`src/include/rv_defines.svh`:
```
`ifndef RV_DEFINES_SVH
`define RV_DEFINES_SVH

// first fetch address after reset
`define RV_RESET_PC 32'h0000_0000

// addi x0, x0, 0
`define RV_NOP 32'h0000_0013

// architectural integer registers
`define RV_NREGS 32

`endif

```
`src/hw/rv_pkg.sv`:
```
package rv_pkg;

    // major opcodes of the supported subset
    typedef enum logic [6:0] {
        opc_op     = 7'b0110011,
        opc_op_imm = 7'b0010011,
        opc_load   = 7'b0000011,
        opc_store  = 7'b0100011,
        opc_branch = 7'b1100011,
        opc_jal    = 7'b1101111,
        opc_lui    = 7'b0110111
    } opcode_e;

    typedef enum logic [3:0] {
        alu_add,
        alu_sub,
        alu_and,
        alu_or,
        alu_xor,
        alu_slt,
        alu_pass_b
    } alu_op_e;

    // operand source picked by the hazard unit
    typedef enum logic [1:0] {
        fwd_none,
        fwd_from_mem,
        fwd_from_wb
    } fwd_sel_e;

    typedef struct packed {
        logic        valid;
        logic [31:0] pc;
        logic [31:0] inst;
    } if_id_t;

    typedef struct packed {
        logic        valid;
        logic [31:0] pc;
        logic [4:0]  rs1;
        logic [4:0]  rs2;
        logic [4:0]  rd;
        logic [31:0] rs1_data;
        logic [31:0] rs2_data;
        logic [31:0] imm;
        alu_op_e     alu_op;
        logic        alu_src;
        logic        branch;
        logic        bne;
        logic        jal;
        logic        mem_ren;
        logic        mem_wen;
        logic        reg_wen;
    } id_ex_t;

    typedef struct packed {
        logic        valid;
        logic [31:0] alu_result;
        logic [31:0] store_data;
        logic [4:0]  rd;
        logic [31:0] pc_step;
        logic        mem_ren;
        logic        mem_wen;
        logic        reg_wen;
        logic        jump;
    } ex_mem_t;

    typedef struct packed {
        logic        valid;
        logic [31:0] alu_result;
        logic [31:0] mem_data;
        logic [31:0] pc_step;
        logic [4:0]  rd;
        logic        mem_to_reg;
        logic        reg_wen;
        logic        jump;
    } mem_wb_t;

endpackage

```
`src/hw/rv_fetch.sv`:
```
`timescale 1ns/100ps
`include "rv_defines.svh"

module rv_fetch (
    input  logic           clk,
    input  logic           rst_n,
    input  logic           hold,
    input  logic           redirect,
    input  logic [31:0]    target,
    input  logic           flush,
    input  logic           icache_stall,
    input  logic [31:0]    icache_rdata,
    output logic           icache_ren,
    output logic [29:0]    icache_addr,
    output logic [31:0]    pc,
    output rv_pkg::if_id_t if_id
);

    // fetch never pauses its request, a held pc simply refetches
    assign icache_ren  = 1'b1;
    assign icache_addr = pc[31:2];

    always_ff @(posedge clk) begin
        if (!rst_n) begin
            pc    <= `RV_RESET_PC;
            if_id <= '{valid: 1'b0, pc: '0, inst: `RV_NOP};
        end else if (!hold) begin
            // redirect from EX wins over sequential fetch
            if (redirect) begin
                pc <= target;
            end else if (!icache_stall) begin
                pc <= pc + 32'd4;
            end
            if (flush || icache_stall) begin
                if_id <= '{valid: 1'b0, pc: pc, inst: `RV_NOP};
            end else begin
                if_id <= '{valid: 1'b1, pc: pc, inst: icache_rdata};
            end
        end
    end

    // branch and jal targets come out of EX
    a_pc_aligned: assert property (@(posedge clk) disable iff (!rst_n) pc[1:0] == 2'b00);

endmodule

```
`src/hw/rv_decode.sv`:
```
`timescale 1ns/100ps

module rv_decode (
    input  logic           clk,
    input  logic           rst_n,
    input  logic           hold,
    input  logic           flush,
    input  logic           bubble,
    input  rv_pkg::if_id_t if_id,
    input  logic [31:0]    rs1_data,
    input  logic [31:0]    rs2_data,
    output logic [4:0]     rs1,
    output logic [4:0]     rs2,
    output rv_pkg::id_ex_t id_ex
);

    logic [31:0]     inst;
    logic [2:0]      funct3;
    rv_pkg::opcode_e opc;
    rv_pkg::id_ex_t  dec;

    assign inst   = if_id.inst;
    assign funct3 = inst[14:12];
    assign opc    = rv_pkg::opcode_e'(inst[6:0]);
    assign rs1    = inst[19:15];
    assign rs2    = inst[24:20];

    always_comb begin
        dec          = '0;
        dec.valid    = if_id.valid;
        dec.pc       = if_id.pc;
        dec.rs1      = rs1;
        dec.rs2      = rs2;
        dec.rd       = inst[11:7];
        dec.rs1_data = rs1_data;
        dec.rs2_data = rs2_data;
        dec.alu_op   = rv_pkg::alu_add;
        case (opc)
            rv_pkg::opc_op: begin
                dec.reg_wen = 1'b1;
                case (funct3)
                    3'b000:  dec.alu_op = inst[30] ? rv_pkg::alu_sub : rv_pkg::alu_add;
                    3'b010:  dec.alu_op = rv_pkg::alu_slt;
                    3'b100:  dec.alu_op = rv_pkg::alu_xor;
                    3'b110:  dec.alu_op = rv_pkg::alu_or;
                    3'b111:  dec.alu_op = rv_pkg::alu_and;
                    default: dec.reg_wen = 1'b0;
                endcase
            end
            rv_pkg::opc_op_imm: begin
                // addi only
                dec.alu_src = 1'b1;
                dec.imm     = {{20{inst[31]}}, inst[31:20]};
                dec.reg_wen = (funct3 == 3'b000);
            end
            rv_pkg::opc_load: begin
                dec.alu_src = 1'b1;
                dec.imm     = {{20{inst[31]}}, inst[31:20]};
                dec.mem_ren = 1'b1;
                dec.reg_wen = 1'b1;
            end
            rv_pkg::opc_store: begin
                dec.alu_src = 1'b1;
                dec.imm     = {{20{inst[31]}}, inst[31:25], inst[11:7]};
                dec.mem_wen = 1'b1;
            end
            rv_pkg::opc_branch: begin
                dec.imm    = {{19{inst[31]}}, inst[31], inst[7], inst[30:25], inst[11:8], 1'b0};
                dec.branch = 1'b1;
                dec.bne    = funct3[0];
            end
            rv_pkg::opc_jal: begin
                dec.imm     = {{11{inst[31]}}, inst[31], inst[19:12], inst[20], inst[30:21], 1'b0};
                dec.jal     = 1'b1;
                dec.reg_wen = 1'b1;
            end
            rv_pkg::opc_lui: begin
                dec.alu_src = 1'b1;
                dec.alu_op  = rv_pkg::alu_pass_b;
                dec.imm     = {inst[31:12], 12'b0};
                dec.reg_wen = 1'b1;
            end
            // anything else passes as a nop
            default: ;
        endcase
    end

    always_ff @(posedge clk) begin
        if (!rst_n) begin
            id_ex <= '0;
        end else if (!hold) begin
            id_ex <= dec;
            if (flush || bubble) begin
                id_ex.valid <= 1'b0;
            end
        end
    end

endmodule

```
`src/hw/rv_regfile.sv`:
```
`timescale 1ns/100ps
`include "rv_defines.svh"

module rv_regfile (
    input  logic        clk,
    input  logic        rst_n,
    input  logic [4:0]  rs1,
    input  logic [4:0]  rs2,
    input  logic [4:0]  rd,
    input  logic        wen,
    input  logic [31:0] wdata,
    output logic [31:0] rs1_data,
    output logic [31:0] rs2_data
);

    // x0 has no storage
    logic [31:0] regs [1:`RV_NREGS-1];

    function automatic logic [31:0] read_port(input logic [4:0] addr);
        if (addr == 5'd0) begin
            return 32'd0;
        end
        // same-cycle writeback passes straight through
        if (wen && rd == addr) begin
            return wdata;
        end
        return regs[addr];
    endfunction

    assign rs1_data = read_port(rs1);
    assign rs2_data = read_port(rs2);

    always_ff @(posedge clk) begin
        if (rst_n && wen && rd != 5'd0) begin
            regs[rd] <= wdata;
        end
    end

endmodule

```
`src/hw/rv_hazard_unit.sv`:
```
`timescale 1ns/100ps

module rv_hazard_unit (
    input  logic              [4:0] id_rs1,
    input  logic              [4:0] id_rs2,
    input  rv_pkg::id_ex_t          id_ex,
    input  rv_pkg::ex_mem_t         ex_mem,
    input  rv_pkg::mem_wb_t         mem_wb,
    output logic                    load_use,
    output rv_pkg::fwd_sel_e        fwd_a,
    output rv_pkg::fwd_sel_e        fwd_b
);

    // MEM is younger than WB and wins
    function automatic rv_pkg::fwd_sel_e fwd_pick(input logic [4:0] rs);
        if (ex_mem.valid && ex_mem.reg_wen && ex_mem.rd != 5'd0 && ex_mem.rd == rs) begin
            return rv_pkg::fwd_from_mem;
        end
        if (mem_wb.valid && mem_wb.reg_wen && mem_wb.rd != 5'd0 && mem_wb.rd == rs) begin
            return rv_pkg::fwd_from_wb;
        end
        return rv_pkg::fwd_none;
    endfunction

    assign fwd_a = fwd_pick(id_ex.rs1);
    assign fwd_b = fwd_pick(id_ex.rs2);

    // load in EX feeding the instruction in decode
    assign load_use = id_ex.valid && id_ex.mem_ren && id_ex.rd != 5'd0 &&
                      (id_ex.rd == id_rs1 || id_ex.rd == id_rs2);

endmodule

```
`src/hw/rv_execute.sv`:
```
`timescale 1ns/100ps

module rv_execute (
    input  logic             clk,
    input  logic             rst_n,
    input  logic             hold,
    input  rv_pkg::id_ex_t   id_ex,
    input  rv_pkg::fwd_sel_e fwd_a,
    input  rv_pkg::fwd_sel_e fwd_b,
    input  logic [31:0]      mem_fwd_data,
    input  logic [31:0]      wb_fwd_data,
    output logic             redirect,
    output logic [31:0]      target,
    output rv_pkg::ex_mem_t  ex_mem
);

    logic [31:0] op_a, op_b, alu_b, alu_result;
    logic [31:0] held_a, held_b;
    logic        held;
    logic        taken;

    always_comb begin
        case (fwd_a)
            rv_pkg::fwd_from_mem: op_a = mem_fwd_data;
            rv_pkg::fwd_from_wb:  op_a = wb_fwd_data;
            default:              op_a = id_ex.rs1_data;
        endcase
        case (fwd_b)
            rv_pkg::fwd_from_mem: op_b = mem_fwd_data;
            rv_pkg::fwd_from_wb:  op_b = wb_fwd_data;
            default:              op_b = id_ex.rs2_data;
        endcase
        // a WB producer drains during a dcache stall, so reuse the operands seen then
        if (held) begin
            op_a = held_a;
            op_b = held_b;
        end
    end

    assign alu_b = id_ex.alu_src ? id_ex.imm : op_b;

    always_comb begin
        case (id_ex.alu_op)
            rv_pkg::alu_sub:    alu_result = op_a - alu_b;
            rv_pkg::alu_and:    alu_result = op_a & alu_b;
            rv_pkg::alu_or:     alu_result = op_a | alu_b;
            rv_pkg::alu_xor:    alu_result = op_a ^ alu_b;
            rv_pkg::alu_slt:    alu_result = {31'd0, $signed(op_a) < $signed(alu_b)};
            rv_pkg::alu_pass_b: alu_result = alu_b;
            default:            alu_result = op_a + alu_b;
        endcase
    end

    // beq and bne share the compare, bne inverts it
    assign taken    = id_ex.branch && ((op_a == op_b) ^ id_ex.bne);
    assign redirect = id_ex.valid && (taken || id_ex.jal);
    assign target   = id_ex.pc + id_ex.imm;

    always_ff @(posedge clk) begin
        if (!rst_n) begin
            held <= 1'b0;
        end else begin
            held <= hold;
        end
    end

    always_ff @(posedge clk) begin
        if (hold) begin
            held_a <= op_a;
            held_b <= op_b;
        end
    end

    always_ff @(posedge clk) begin
        if (!rst_n) begin
            ex_mem <= '0;
        end else if (!hold) begin
            ex_mem <= '{valid:      id_ex.valid,
                        alu_result: alu_result,
                        store_data: op_b,
                        rd:         id_ex.rd,
                        pc_step:    id_ex.pc + 32'd4,
                        mem_ren:    id_ex.mem_ren,
                        mem_wen:    id_ex.mem_wen,
                        reg_wen:    id_ex.reg_wen,
                        jump:       id_ex.jal};
        end
    end

endmodule

```
`src/hw/rv_memory.sv`:
```
`timescale 1ns/100ps

module rv_memory (
    input  logic            clk,
    input  logic            rst_n,
    input  rv_pkg::ex_mem_t ex_mem,
    input  logic            dcache_stall,
    input  logic [31:0]     dcache_rdata,
    output logic            dcache_ren,
    output logic            dcache_wen,
    output logic [29:0]     dcache_addr,
    output logic [31:0]     dcache_wdata,
    output rv_pkg::mem_wb_t mem_wb
);

    logic waiting;

    assign dcache_ren   = ex_mem.valid && ex_mem.mem_ren;
    assign dcache_wen   = ex_mem.valid && ex_mem.mem_wen;
    assign dcache_addr  = ex_mem.alu_result[31:2];
    assign dcache_wdata = ex_mem.store_data;

    // access not yet answered, WB sees a bubble
    assign waiting = dcache_stall && (dcache_ren || dcache_wen);

    always_ff @(posedge clk) begin
        if (!rst_n) begin
            mem_wb <= '0;
        end else begin
            mem_wb <= '{valid:      ex_mem.valid && !waiting,
                        alu_result: ex_mem.alu_result,
                        mem_data:   dcache_rdata,
                        pc_step:    ex_mem.pc_step,
                        rd:         ex_mem.rd,
                        mem_to_reg: ex_mem.mem_ren,
                        reg_wen:    ex_mem.reg_wen,
                        jump:       ex_mem.jump};
        end
    end

    a_ren_wen_excl: assert property (@(posedge clk) disable iff (!rst_n)
        !(dcache_ren && dcache_wen));

    // the pipeline hold must freeze the request until the cache answers
    a_req_stable: assert property (@(posedge clk) disable iff (!rst_n)
        waiting |=> $stable(dcache_addr) && $stable(dcache_ren) && $stable(dcache_wen));

endmodule

```
`src/hw/rv_pipeline.sv`:
```
`timescale 1ns/100ps

module rv_pipeline (
    input  logic        clk,
    input  logic        rst_n,
    input  logic        icache_stall,
    output logic        icache_ren,
    output logic [29:0] icache_addr,
    input  logic [31:0] icache_rdata,
    input  logic        dcache_stall,
    output logic        dcache_ren,
    output logic        dcache_wen,
    output logic [29:0] dcache_addr,
    output logic [31:0] dcache_wdata,
    input  logic [31:0] dcache_rdata,
    output logic [31:0] pc
);

    rv_pkg::if_id_t   if_id;
    rv_pkg::id_ex_t   id_ex;
    rv_pkg::ex_mem_t  ex_mem;
    rv_pkg::mem_wb_t  mem_wb;
    rv_pkg::fwd_sel_e fwd_a, fwd_b;
    logic [4:0]       id_rs1, id_rs2;
    logic [31:0]      rs1_data, rs2_data;
    logic [31:0]      target, mem_fwd_data, wb_data;
    logic             redirect, load_use, hold, rf_wen;

    // memory op in MEM waiting on the data cache freezes everything
    assign hold = dcache_stall && ex_mem.valid && (ex_mem.mem_ren || ex_mem.mem_wen);

    assign mem_fwd_data = ex_mem.jump ? ex_mem.pc_step : ex_mem.alu_result;

    // writeback select
    assign wb_data = mem_wb.mem_to_reg ? mem_wb.mem_data :
                     mem_wb.jump       ? mem_wb.pc_step  : mem_wb.alu_result;
    assign rf_wen  = mem_wb.valid && mem_wb.reg_wen;

    rv_fetch rv_fetch_i (
        .clk(clk), .rst_n(rst_n), .hold(hold || load_use), .redirect(redirect),
        .target(target), .flush(redirect), .icache_stall(icache_stall),
        .icache_rdata(icache_rdata), .icache_ren(icache_ren), .icache_addr(icache_addr),
        .pc(pc), .if_id(if_id)
    );

    rv_decode rv_decode_i (
        .clk(clk), .rst_n(rst_n), .hold(hold), .flush(redirect), .bubble(load_use),
        .if_id(if_id), .rs1_data(rs1_data), .rs2_data(rs2_data),
        .rs1(id_rs1), .rs2(id_rs2), .id_ex(id_ex)
    );

    rv_regfile rv_regfile_i (
        .clk(clk), .rst_n(rst_n), .rs1(id_rs1), .rs2(id_rs2), .rd(mem_wb.rd),
        .wen(rf_wen), .wdata(wb_data), .rs1_data(rs1_data), .rs2_data(rs2_data)
    );

    rv_hazard_unit rv_hazard_unit_i (
        .id_rs1(id_rs1), .id_rs2(id_rs2), .id_ex(id_ex), .ex_mem(ex_mem),
        .mem_wb(mem_wb), .load_use(load_use), .fwd_a(fwd_a), .fwd_b(fwd_b)
    );

    rv_execute rv_execute_i (
        .clk(clk), .rst_n(rst_n), .hold(hold), .id_ex(id_ex), .fwd_a(fwd_a),
        .fwd_b(fwd_b), .mem_fwd_data(mem_fwd_data), .wb_fwd_data(wb_data),
        .redirect(redirect), .target(target), .ex_mem(ex_mem)
    );

    rv_memory rv_memory_i (
        .clk(clk), .rst_n(rst_n), .ex_mem(ex_mem), .dcache_stall(dcache_stall),
        .dcache_rdata(dcache_rdata), .dcache_ren(dcache_ren), .dcache_wen(dcache_wen),
        .dcache_addr(dcache_addr), .dcache_wdata(dcache_wdata), .mem_wb(mem_wb)
    );

endmodule

```
`config.mk`:
```
export PLATFORM = sky130hd
export DESIGN_NAME = rv_pipeline
export DESIGN_NICKNAME = d
export VERILOG_FILES = /design/src/hw/rv_pkg.sv /design/src/hw/rv_fetch.sv /design/src/hw/rv_decode.sv /design/src/hw/rv_regfile.sv /design/src/hw/rv_hazard_unit.sv /design/src/hw/rv_execute.sv /design/src/hw/rv_memory.sv /design/src/hw/rv_pipeline.sv
export VERILOG_INCLUDE_DIRS = /design/src /design/src/include
export SDC_FILE = /design/constraint.sdc
export NUM_CORES = 2
export LEC_CHECK = 0
export ABC_AREA = 1
export BUFFER_PORTS_ARGS = -buffer_cell sky130_fd_sc_hd__buf_4
export CAP_MARGIN = 5
export CORE_ASPECT_RATIO = 2
export CORE_MARGIN = 2
export CORE_UTILIZATION = 40
export DETAILED_ROUTE_END_ITERATION = 6
export SLEW_MARGIN = 20
export SYNTH_ARGS = -nofsm -noshare
export SYNTH_HDL_FRONTEND = slang
export SYNTH_SLANG_ARGS = --single-unit
```
`constraint.sdc`:
```
create_clock -name clk -period 16 [get_ports clk]
set_input_delay 1.6 -clock clk [delete_from_list [all_inputs] [get_ports clk]]
set_output_delay 1.6 -clock clk [all_outputs]
set_load 0.02 [all_outputs]
```
# After elaboration in Yosys (flattened, before gate mapping)

Memories as Yosys holds them, arrays and structs flattened. A register that Yosys moved wholly into a read port is not among the register bits.
Index checks and enable logic that the tools add are counted.

Output and inout bits: 127
Memories kept: 1
Word-level logic and storage cells: 183
Bits of input ports: 68
Flip-flop bits (word level): 528
Bits in writable memories: 992

Add/sub/neg operators: 5
Order comparisons: 1
Multiplexer cells: 58
Equal/unequal tests: 31
Bitwise logic cells: 5
Reduce and logical (&&, ||, !) cells: 42

Memories:

| memory            | words | width | rd ports | clocked after memory_dff | wr ports | line             | source |
|---|---|---|---|---|---|---|---|
| rv_regfile_i.regs | 31    | 32    | 2        | 2                        | 1        | rv_regfile.sv:17 | `` logic [31:0] regs [1:`RV_NREGS-1]; `` |

Operators with widths:

| operator                                             | count |
|---|---|
| two-way mux 32 bit                                   | 16 |
| case mux 32 bit (6 select lines)                     | 1 |
| case mux 32 bit (5 select lines)                     | 1 |
| case mux 32 bit (2 select lines)                     | 2 |
| two-way mux 65 bit                                   | 1 |
| adder 32 x 3 -> 32 bit (second input constant)       | 2 |
| adder 32 bit                                         | 2 |
| equality test 5 bit                                  | 8 |
| bitwise AND 32 bit                                   | 1 |
| equality test 32 bit                                 | 1 |
| < comparator 32 bit                                  | 1 |
| OR 32 bit                                            | 1 |
| subtractor 32 bit                                    | 1 |
| bitwise XOR 32 bit                                   | 1 |
| logical AND 1 bit                                    | 23 |
| equality test 7 x 6 -> 1 bit (second input constant) | 3 |
| two-way mux 1 bit                                    | 21 |
| two-way mux 5 bit                                    | 4 |
| case mux 4 bit (5 select lines)                      | 1 |
| two-way mux 2 bit                                    | 9 |
| nonzero test 5 bit                                   | 3 |
| equality test 7 bit (second input constant)          | 2 |
| equality test 4 x 3 -> 1 bit (second input constant) | 3 |
| logical NOT 5 bit                                    | 2 |
| other kinds (21)                                     | 32 |

# Logic depth before layout (Yosys ltp)

Depth in word-level cells: 19
Depth in mapped cells: 36
Depth with buffers taken out: 35

# Hierarchy

Synthesis repeated with hierarchy kept, for this count alone.

Cells, all modules: 11563
Area total of the unflattened synthesis: 86321.5 sq um

By module, submodules not included:

| module         | instances | area each (sq um) | cells each | sequential area each (sq um) |
|---|---|---|---|---|
| rv_regfile     | 1         | 53088.4           | 6482       | 29788.6 |
| rv_execute     | 1         | 16853.7           | 2723       | 4063.9 |
| rv_decode      | 1         | 5988.2            | 802        | 3083.0 |
| rv_fetch       | 1         | 4792.1            | 685        | 1941.9 |
| rv_memory      | 1         | 3473.3            | 394        | 2102.0 |
| rv_pipeline    | 1         | 1551.5            | 349        | 0.0 |
| rv_hazard_unit | 1         | 574.3             | 128        | 0.0 |

# Least setup slack after synthesis

OpenSTA, ideal clock, no wires.

Path kind: reg2reg
From: reg, netlist name rv_memory_i.mem_wb[2]
To: reg, netlist name rv_execute_i.ex_mem[99]
Stages on the path, launching flop included: 31
Clock period less this slack: 5349 ps
Path buffers: 0
Slack: 10651 ps
Setup time: 128 ps
Data arrival time: 5221 ps
Data required time: 15872 ps
Path through: dfxtp_1 inv_2 o21ai_0 inv_1 nand3_1 nand3b_1 nand2_2 inv_1 nand2_1 o21ai_0 inv_1 ha_1 inv_1 fa_1 inv_1 nand3_1 nand2_1 a21oi_1 o21ai_0 a31oi_1 o21ai_0 inv_1 o21ai_0 nand3_1 nand2_1 inv_1 o21ai_0 xor2_1 nor2_1 nor2_1 a21oi_1

Cells in the longest elaborated chain, start to end: 6
Elaborated cells on any way between the ends: 12
Those cells by class: add/sub: 2; mux: 7; bitwise: 3

RTL lines:

| what                                                     | line                               | source |
|---|---|---|
| two-way mux 32 bit *                                     | rv_pipeline.sv:35                  | `assign wb_data = mem_wb.mem_to_reg ? mem_wb.mem_data :` |
| via rv_execute_i.wb_fwd_data[0]                          | rv_execute.sv:11                   | `input logic [31:0] wb_fwd_data,` |
| case mux 32 bit (2 select lines) *                       | rv_execute.sv:28                   | `case (fwd_b)` |
| two-way mux 32 bit *                                     | rv_execute.sv:34                   | `if (held) begin` |
| via rv_execute_i.op_b[0]                                 | rv_execute.sv:17                   | `logic [31:0] op_a, op_b, alu_b, alu_result;` |
| two-way mux 32 bit *                                     | rv_execute.sv:40                   | `assign alu_b = id_ex.alu_src ? id_ex.imm : op_b;` |
| adder 32 bit / subtractor 32 bit (equally long branches) | rv_execute.sv:50, rv_execute.sv:44 |  |
| case mux 32 bit (6 select lines) *                       | rv_execute.sv:43                   | `case (id_ex.alu_op)` |

Mark *: on every way through the listed nets, which the timed path passes. The rest lies on a longest branch.
A chain may end at the register's enable or synchronous reset.

# Worst setup path in the final report

From: reg, netlist name rv_memory_i.mem_wb[0]
To: reg, netlist name rv_execute_i.ex_mem[87]

Cells in the longest elaborated chain, start to end: 7
Elaborated cells on any way between the ends: 13
Those cells by class: add/sub: 2; mux: 8; bitwise: 3

RTL lines:

| what                                                     | line                               | source |
|---|---|---|
| two-way mux 32 bit *                                     | rv_pipeline.sv:36                  | `mem_wb.jump ? mem_wb.pc_step : mem_wb.alu_result;` |
| two-way mux 32 bit *                                     | rv_pipeline.sv:35                  |  |
| via rv_execute_i.wb_fwd_data[0]                          | rv_execute.sv:11                   |  |
| case mux 32 bit (2 select lines) *                       | rv_execute.sv:28                   |  |
| two-way mux 32 bit *                                     | rv_execute.sv:34                   |  |
| via rv_execute_i.op_b[0]                                 | rv_execute.sv:17                   |  |
| two-way mux 32 bit *                                     | rv_execute.sv:40                   |  |
| adder 32 bit / subtractor 32 bit (equally long branches) | rv_execute.sv:50, rv_execute.sv:44 |  |
| case mux 32 bit (6 select lines) *                       | rv_execute.sv:43                   |  |

Marks and branches as above.

==> flow_metrics.env <==
export IMPL_status="complete, but fails checks"
export IMPL_violations="DRC"
export IMPL_tightest_slew_ps=1190
export IMPL_drive_above_1_share_pct=8.83
export IMPL_viasPerCell=6.23
export IMPL_initial_core_util_pct=40.2
export IMPL_yosysWarnings=0
export IMPL_portBuffers=193
export IMPL_synth_area_um2=79300
export IMPL_detailed_place_hpwl_mm=231
export IMPL_crit_top_cell="inv_1"
export IMPL_grt_usage_pct=34.2
export IMPL_setup_violations=0
export IMPL_fin_skew_ps=43.0
export IMPL_cts_tree="yes"
export IMPL_rows=231
export IMPL_synthDistinctLibCells=72
export IMPL_holdPathEnd="rv_memory_i.mem_wb[21]"
export IMPL_setup_worst_path_class="reg2reg"
export IMPL_synthFlopType="edfxtp_1"
export IMPL_ys_seq_area_share_pct=51.9
export IMPL_first_global_vias=69400
export IMPL_worstPathArrival_ps=8080
export IMPL_r2r_cells=32
export IMPL_drv_slew=0
export IMPL_max_freq_ghz=0.137
export IMPL_cts_made_buffers=147
export IMPL_cts_buffer_depth=4
export IMPL_syn_num_nets=9294
export IMPL_clk_latency_ps=820
export IMPL_antenna_found_initial=28
export IMPL_synth_edf_count=1056
export IMPL_drt_wl_total_mm=357
export IMPL_postCtsSetupRepairBufs=0
export IMPL_whs_ps=411
export IMPL_maxSlewHeadroom_pct=20.1
export IMPL_avgSynthCellArea_um2=8.72
export IMPL_clock_sinks=1529
export IMPL_end_kind="flop"
export IMPL_final_nets=9050
export IMPL_htree_levels=4
export IMPL_cts_resized=0
export IMPL_placed_area_um2=82200
export IMPL_worstPathRequired_ps=16760
export IMPL_p_leak_nw=33.4
export IMPL_r2r_start="rv_memory_i.mem_wb[0]"
export IMPL_hold_class="reg2reg"
export IMPL_hold_violations=0
export IMPL_drc_errors=1
export IMPL_gp_congestion=1.01
export IMPL_maxCapViolCount=0
export IMPL_stdcell_area_um2=87000
export IMPL_finalSetupTns_ps=0
export IMPL_first_pass_iters=7
export IMPL_final_antenna_net_count=0
export IMPL_cts_hold_buf=0
export IMPL_min_period_over_period_pct=45.7
export IMPL_coreArea_um2=197000
export IMPL_cp_slowest_cell="o21ai_0"
export IMPL_synth_seq_cells=1529
export IMPL_grt_max_degree=203
export IMPL_syn2layout_area_growth_pct=9.69
export IMPL_crit_path_max_incr_delay_ps=800
export IMPL_ff2ff_setup_slack_ps=8680
export IMPL_rsz0062_at_grt="no"
export IMPL_dieArea_um2=202000
export IMPL_die_h_um=634
export IMPL_cp_num_buf_inv=10
export IMPL_drtIter0Drc=8728
export IMPL_fillers=19000
export IMPL_syn_inst=9094
export IMPL_path_clk_slew_ps=70
export IMPL_hold_start="rv_execute_i.ex_mem[17]"
export IMPL_critPathMaxFanout=33
export IMPL_cts_root_buffer="clkbuf_16"
export IMPL_critical_path_startpoint_type="flop"
export IMPL_die_x_um=319
export IMPL_period_minus_slack_ps=7320
export IMPL_powerDensity_nw_per_um2=105
export IMPL_r2r_end="rv_execute_i.ex_mem[87]"
export IMPL_grt_overflow=0
export IMPL_min_path_cells=2
export IMPL_critPathTopFamily="compound AO/OA/AOI/OAI gates"
export IMPL_grt_pass1_wl_mm=497
export IMPL_async_flop_share_pct=0
export IMPL_drt_wirelength_per_cell_um=30.9
export IMPL_vias=71900
export IMPL_pin_count=195
export IMPL_worst_ir_drop_vdd_mv=0.0971
==> logic make-up (layout without fill, tap and decap cells) <==
group	Yosys count	in the layout	share of synthesized area (%)
AO/OA/AOI/OAI	2945	2945	21.5
XOR/XNOR	113	113	1.25
adder cells (fa/ha/maj)	132	132	2.11
buffers and inverters	1681	1536	8.73
flip-flops	1529	1529	51.9
multiplexers	12	12	0.152
other	1	17	0.00473
AND/OR/NAND/NOR	2681	2681	14.3
==> registers in the layout, summed over array words and instances (netlist names), named ones only <==
register             count
rv_decode_i.id_ex      154
rv_execute_i.ex_mem    106
rv_execute_i.held        1
rv_execute_i.held_a     32
rv_execute_i.held_b     32
rv_fetch_i.if_id        65
rv_fetch_i.pc           32
rv_memory_i.mem_wb     105
rv_regfile_i.regs      992
==> per-layer routing <==
metal	GRT usage, %	wire length [um]	share of wire [%]
met5	0	108	0.030
met4	37.0	44400	12
met3	5.76	27900	7.8
met2	58.1	173000	49
met1	34.0	111000	31
==> worst reg2reg max path: cells and delay by family, from the launching register on <==
| family | cells | cell delay (ps) |
|---|---|---|
| compound gates | 11 | 3490 |
| simple gates | 9 | 890 |
| buf+inv | 10 | 1800 |
| flops | 1 | 300 |
| fa+ha+maj | 2 | 790 |
==> power by group <==
part | leakage (nW) | switching [W] | internal (W)
combinational | 17.5 | 0.000868 | 0.000303
sequential | 13.6 | 0.0000742 | 0.00431
clock | 2.29 | 0.00162 | 0.00197
==> cells in the mapped netlist (all sizes together) (6+ instances only) <==
cell | number | area share [%]
edfxtp | 1056 | 40
nand3b | 39 | 0.39
a32o | 6 | 0.076
o311ai | 8 | 0.088
nand4 | 18 | 0.14
o211ai | 172 | 1.6
o221a | 14 | 0.20
or2 | 37 | 0.29
buf | 197 | 1.7
o21bai | 7 | 0.066
clkinv | 12 | 0.060
a311oi | 15 | 0.17
nor2 | 842 | 4.0
xnor2 | 29 | 0.32
o22ai | 102 | 0.80
o2111ai | 22 | 0.24
o21ai | 1571 | 9.9
a21oi | 586 | 3.7
a31oi | 57 | 0.45
inv | 924 | 4.4
o21a | 38 | 0.36
nand2 | 1106 | 5.4
clkbuf | 548 | 2.6
dfxtp | 473 | 12
nor3 | 50 | 0.34
o221ai | 235 | 2.6
o32ai | 28 | 0.31
xor2 | 84 | 0.93
a22o | 9 | 0.099
o31ai | 30 | 0.28
ha | 129 | 2.0
mux2i | 12 | 0.15
a221oi | 16 | 0.18
nand3 | 580 | 3.7
==> area by class of cell <==
cell class	instances	area (um2)	share of cell area [%]
diodes	16	40.0	0.0460
clock buffers	182	4010	4.61
clock inverters	66	679	0.781
inverters	936	3560	4.10
multi-input cells	5884	31500	36.2
flip-flops and latches	1529	41200	47.4
well taps	2563	3210	3.69
repair buffers	352	2770	3.19
==> layout by cell type, fill, tap and decap left out, drive strengths merged, types with 84 or more instances in the layout <==
| cell | instances |
|---|---|
| a21oi | 586 |
| buf | 352 |
| clkbuf | 182 |
| dfxtp | 473 |
| edfxtp | 1056 |
| ha | 129 |
| inv | 937 |
| nand2 | 1106 |
| nand3 | 580 |
| nor2 | 842 |
| o211ai | 172 |
| o21ai | 1571 |
| o221ai | 235 |
| o22ai | 102 |
| xor2 | 84 |
==> how the worst max path moves through the flow <==
stage / cells past startpoint / slack, ps / start / endpoint
after floorplan: 30 / 10650 / rv_memory_i.mem_wb[2] / rv_execute_i.ex_mem[99]
after global placement: 32 / 8560 / rv_memory_i.mem_wb[0] / rv_execute_i.ex_mem[87]
after detailed placement: 32 / 8860 / rv_memory_i.mem_wb[0] / rv_execute_i.ex_mem[87]
after CTS: 32 / 8830 / rv_memory_i.mem_wb[0] / rv_execute_i.ex_mem[87]
after global routing: 32 / 8240 / rv_memory_i.mem_wb[0] / rv_execute_i.ex_mem[87]
final: 32 / 8680 / rv_memory_i.mem_wb[0] / rv_execute_i.ex_mem[87]
==> per-stage QoR <==
step,setup slack (ps),utilization [%],cells,total power [W]
2_1_floorplan,10650,-,9094,0.00511
3_3_place_gp,8560,41.6,11300,0.00559
3_5_place_dp,8860,41.6,11300,0.00560
4_1_cts,8830,44.0,11500,0.00911
5_1_grt,8240,44.0,11500,0.00935
6_report,8680,44.0,11500,0.00914
Power figures use the tool's default switching activity.
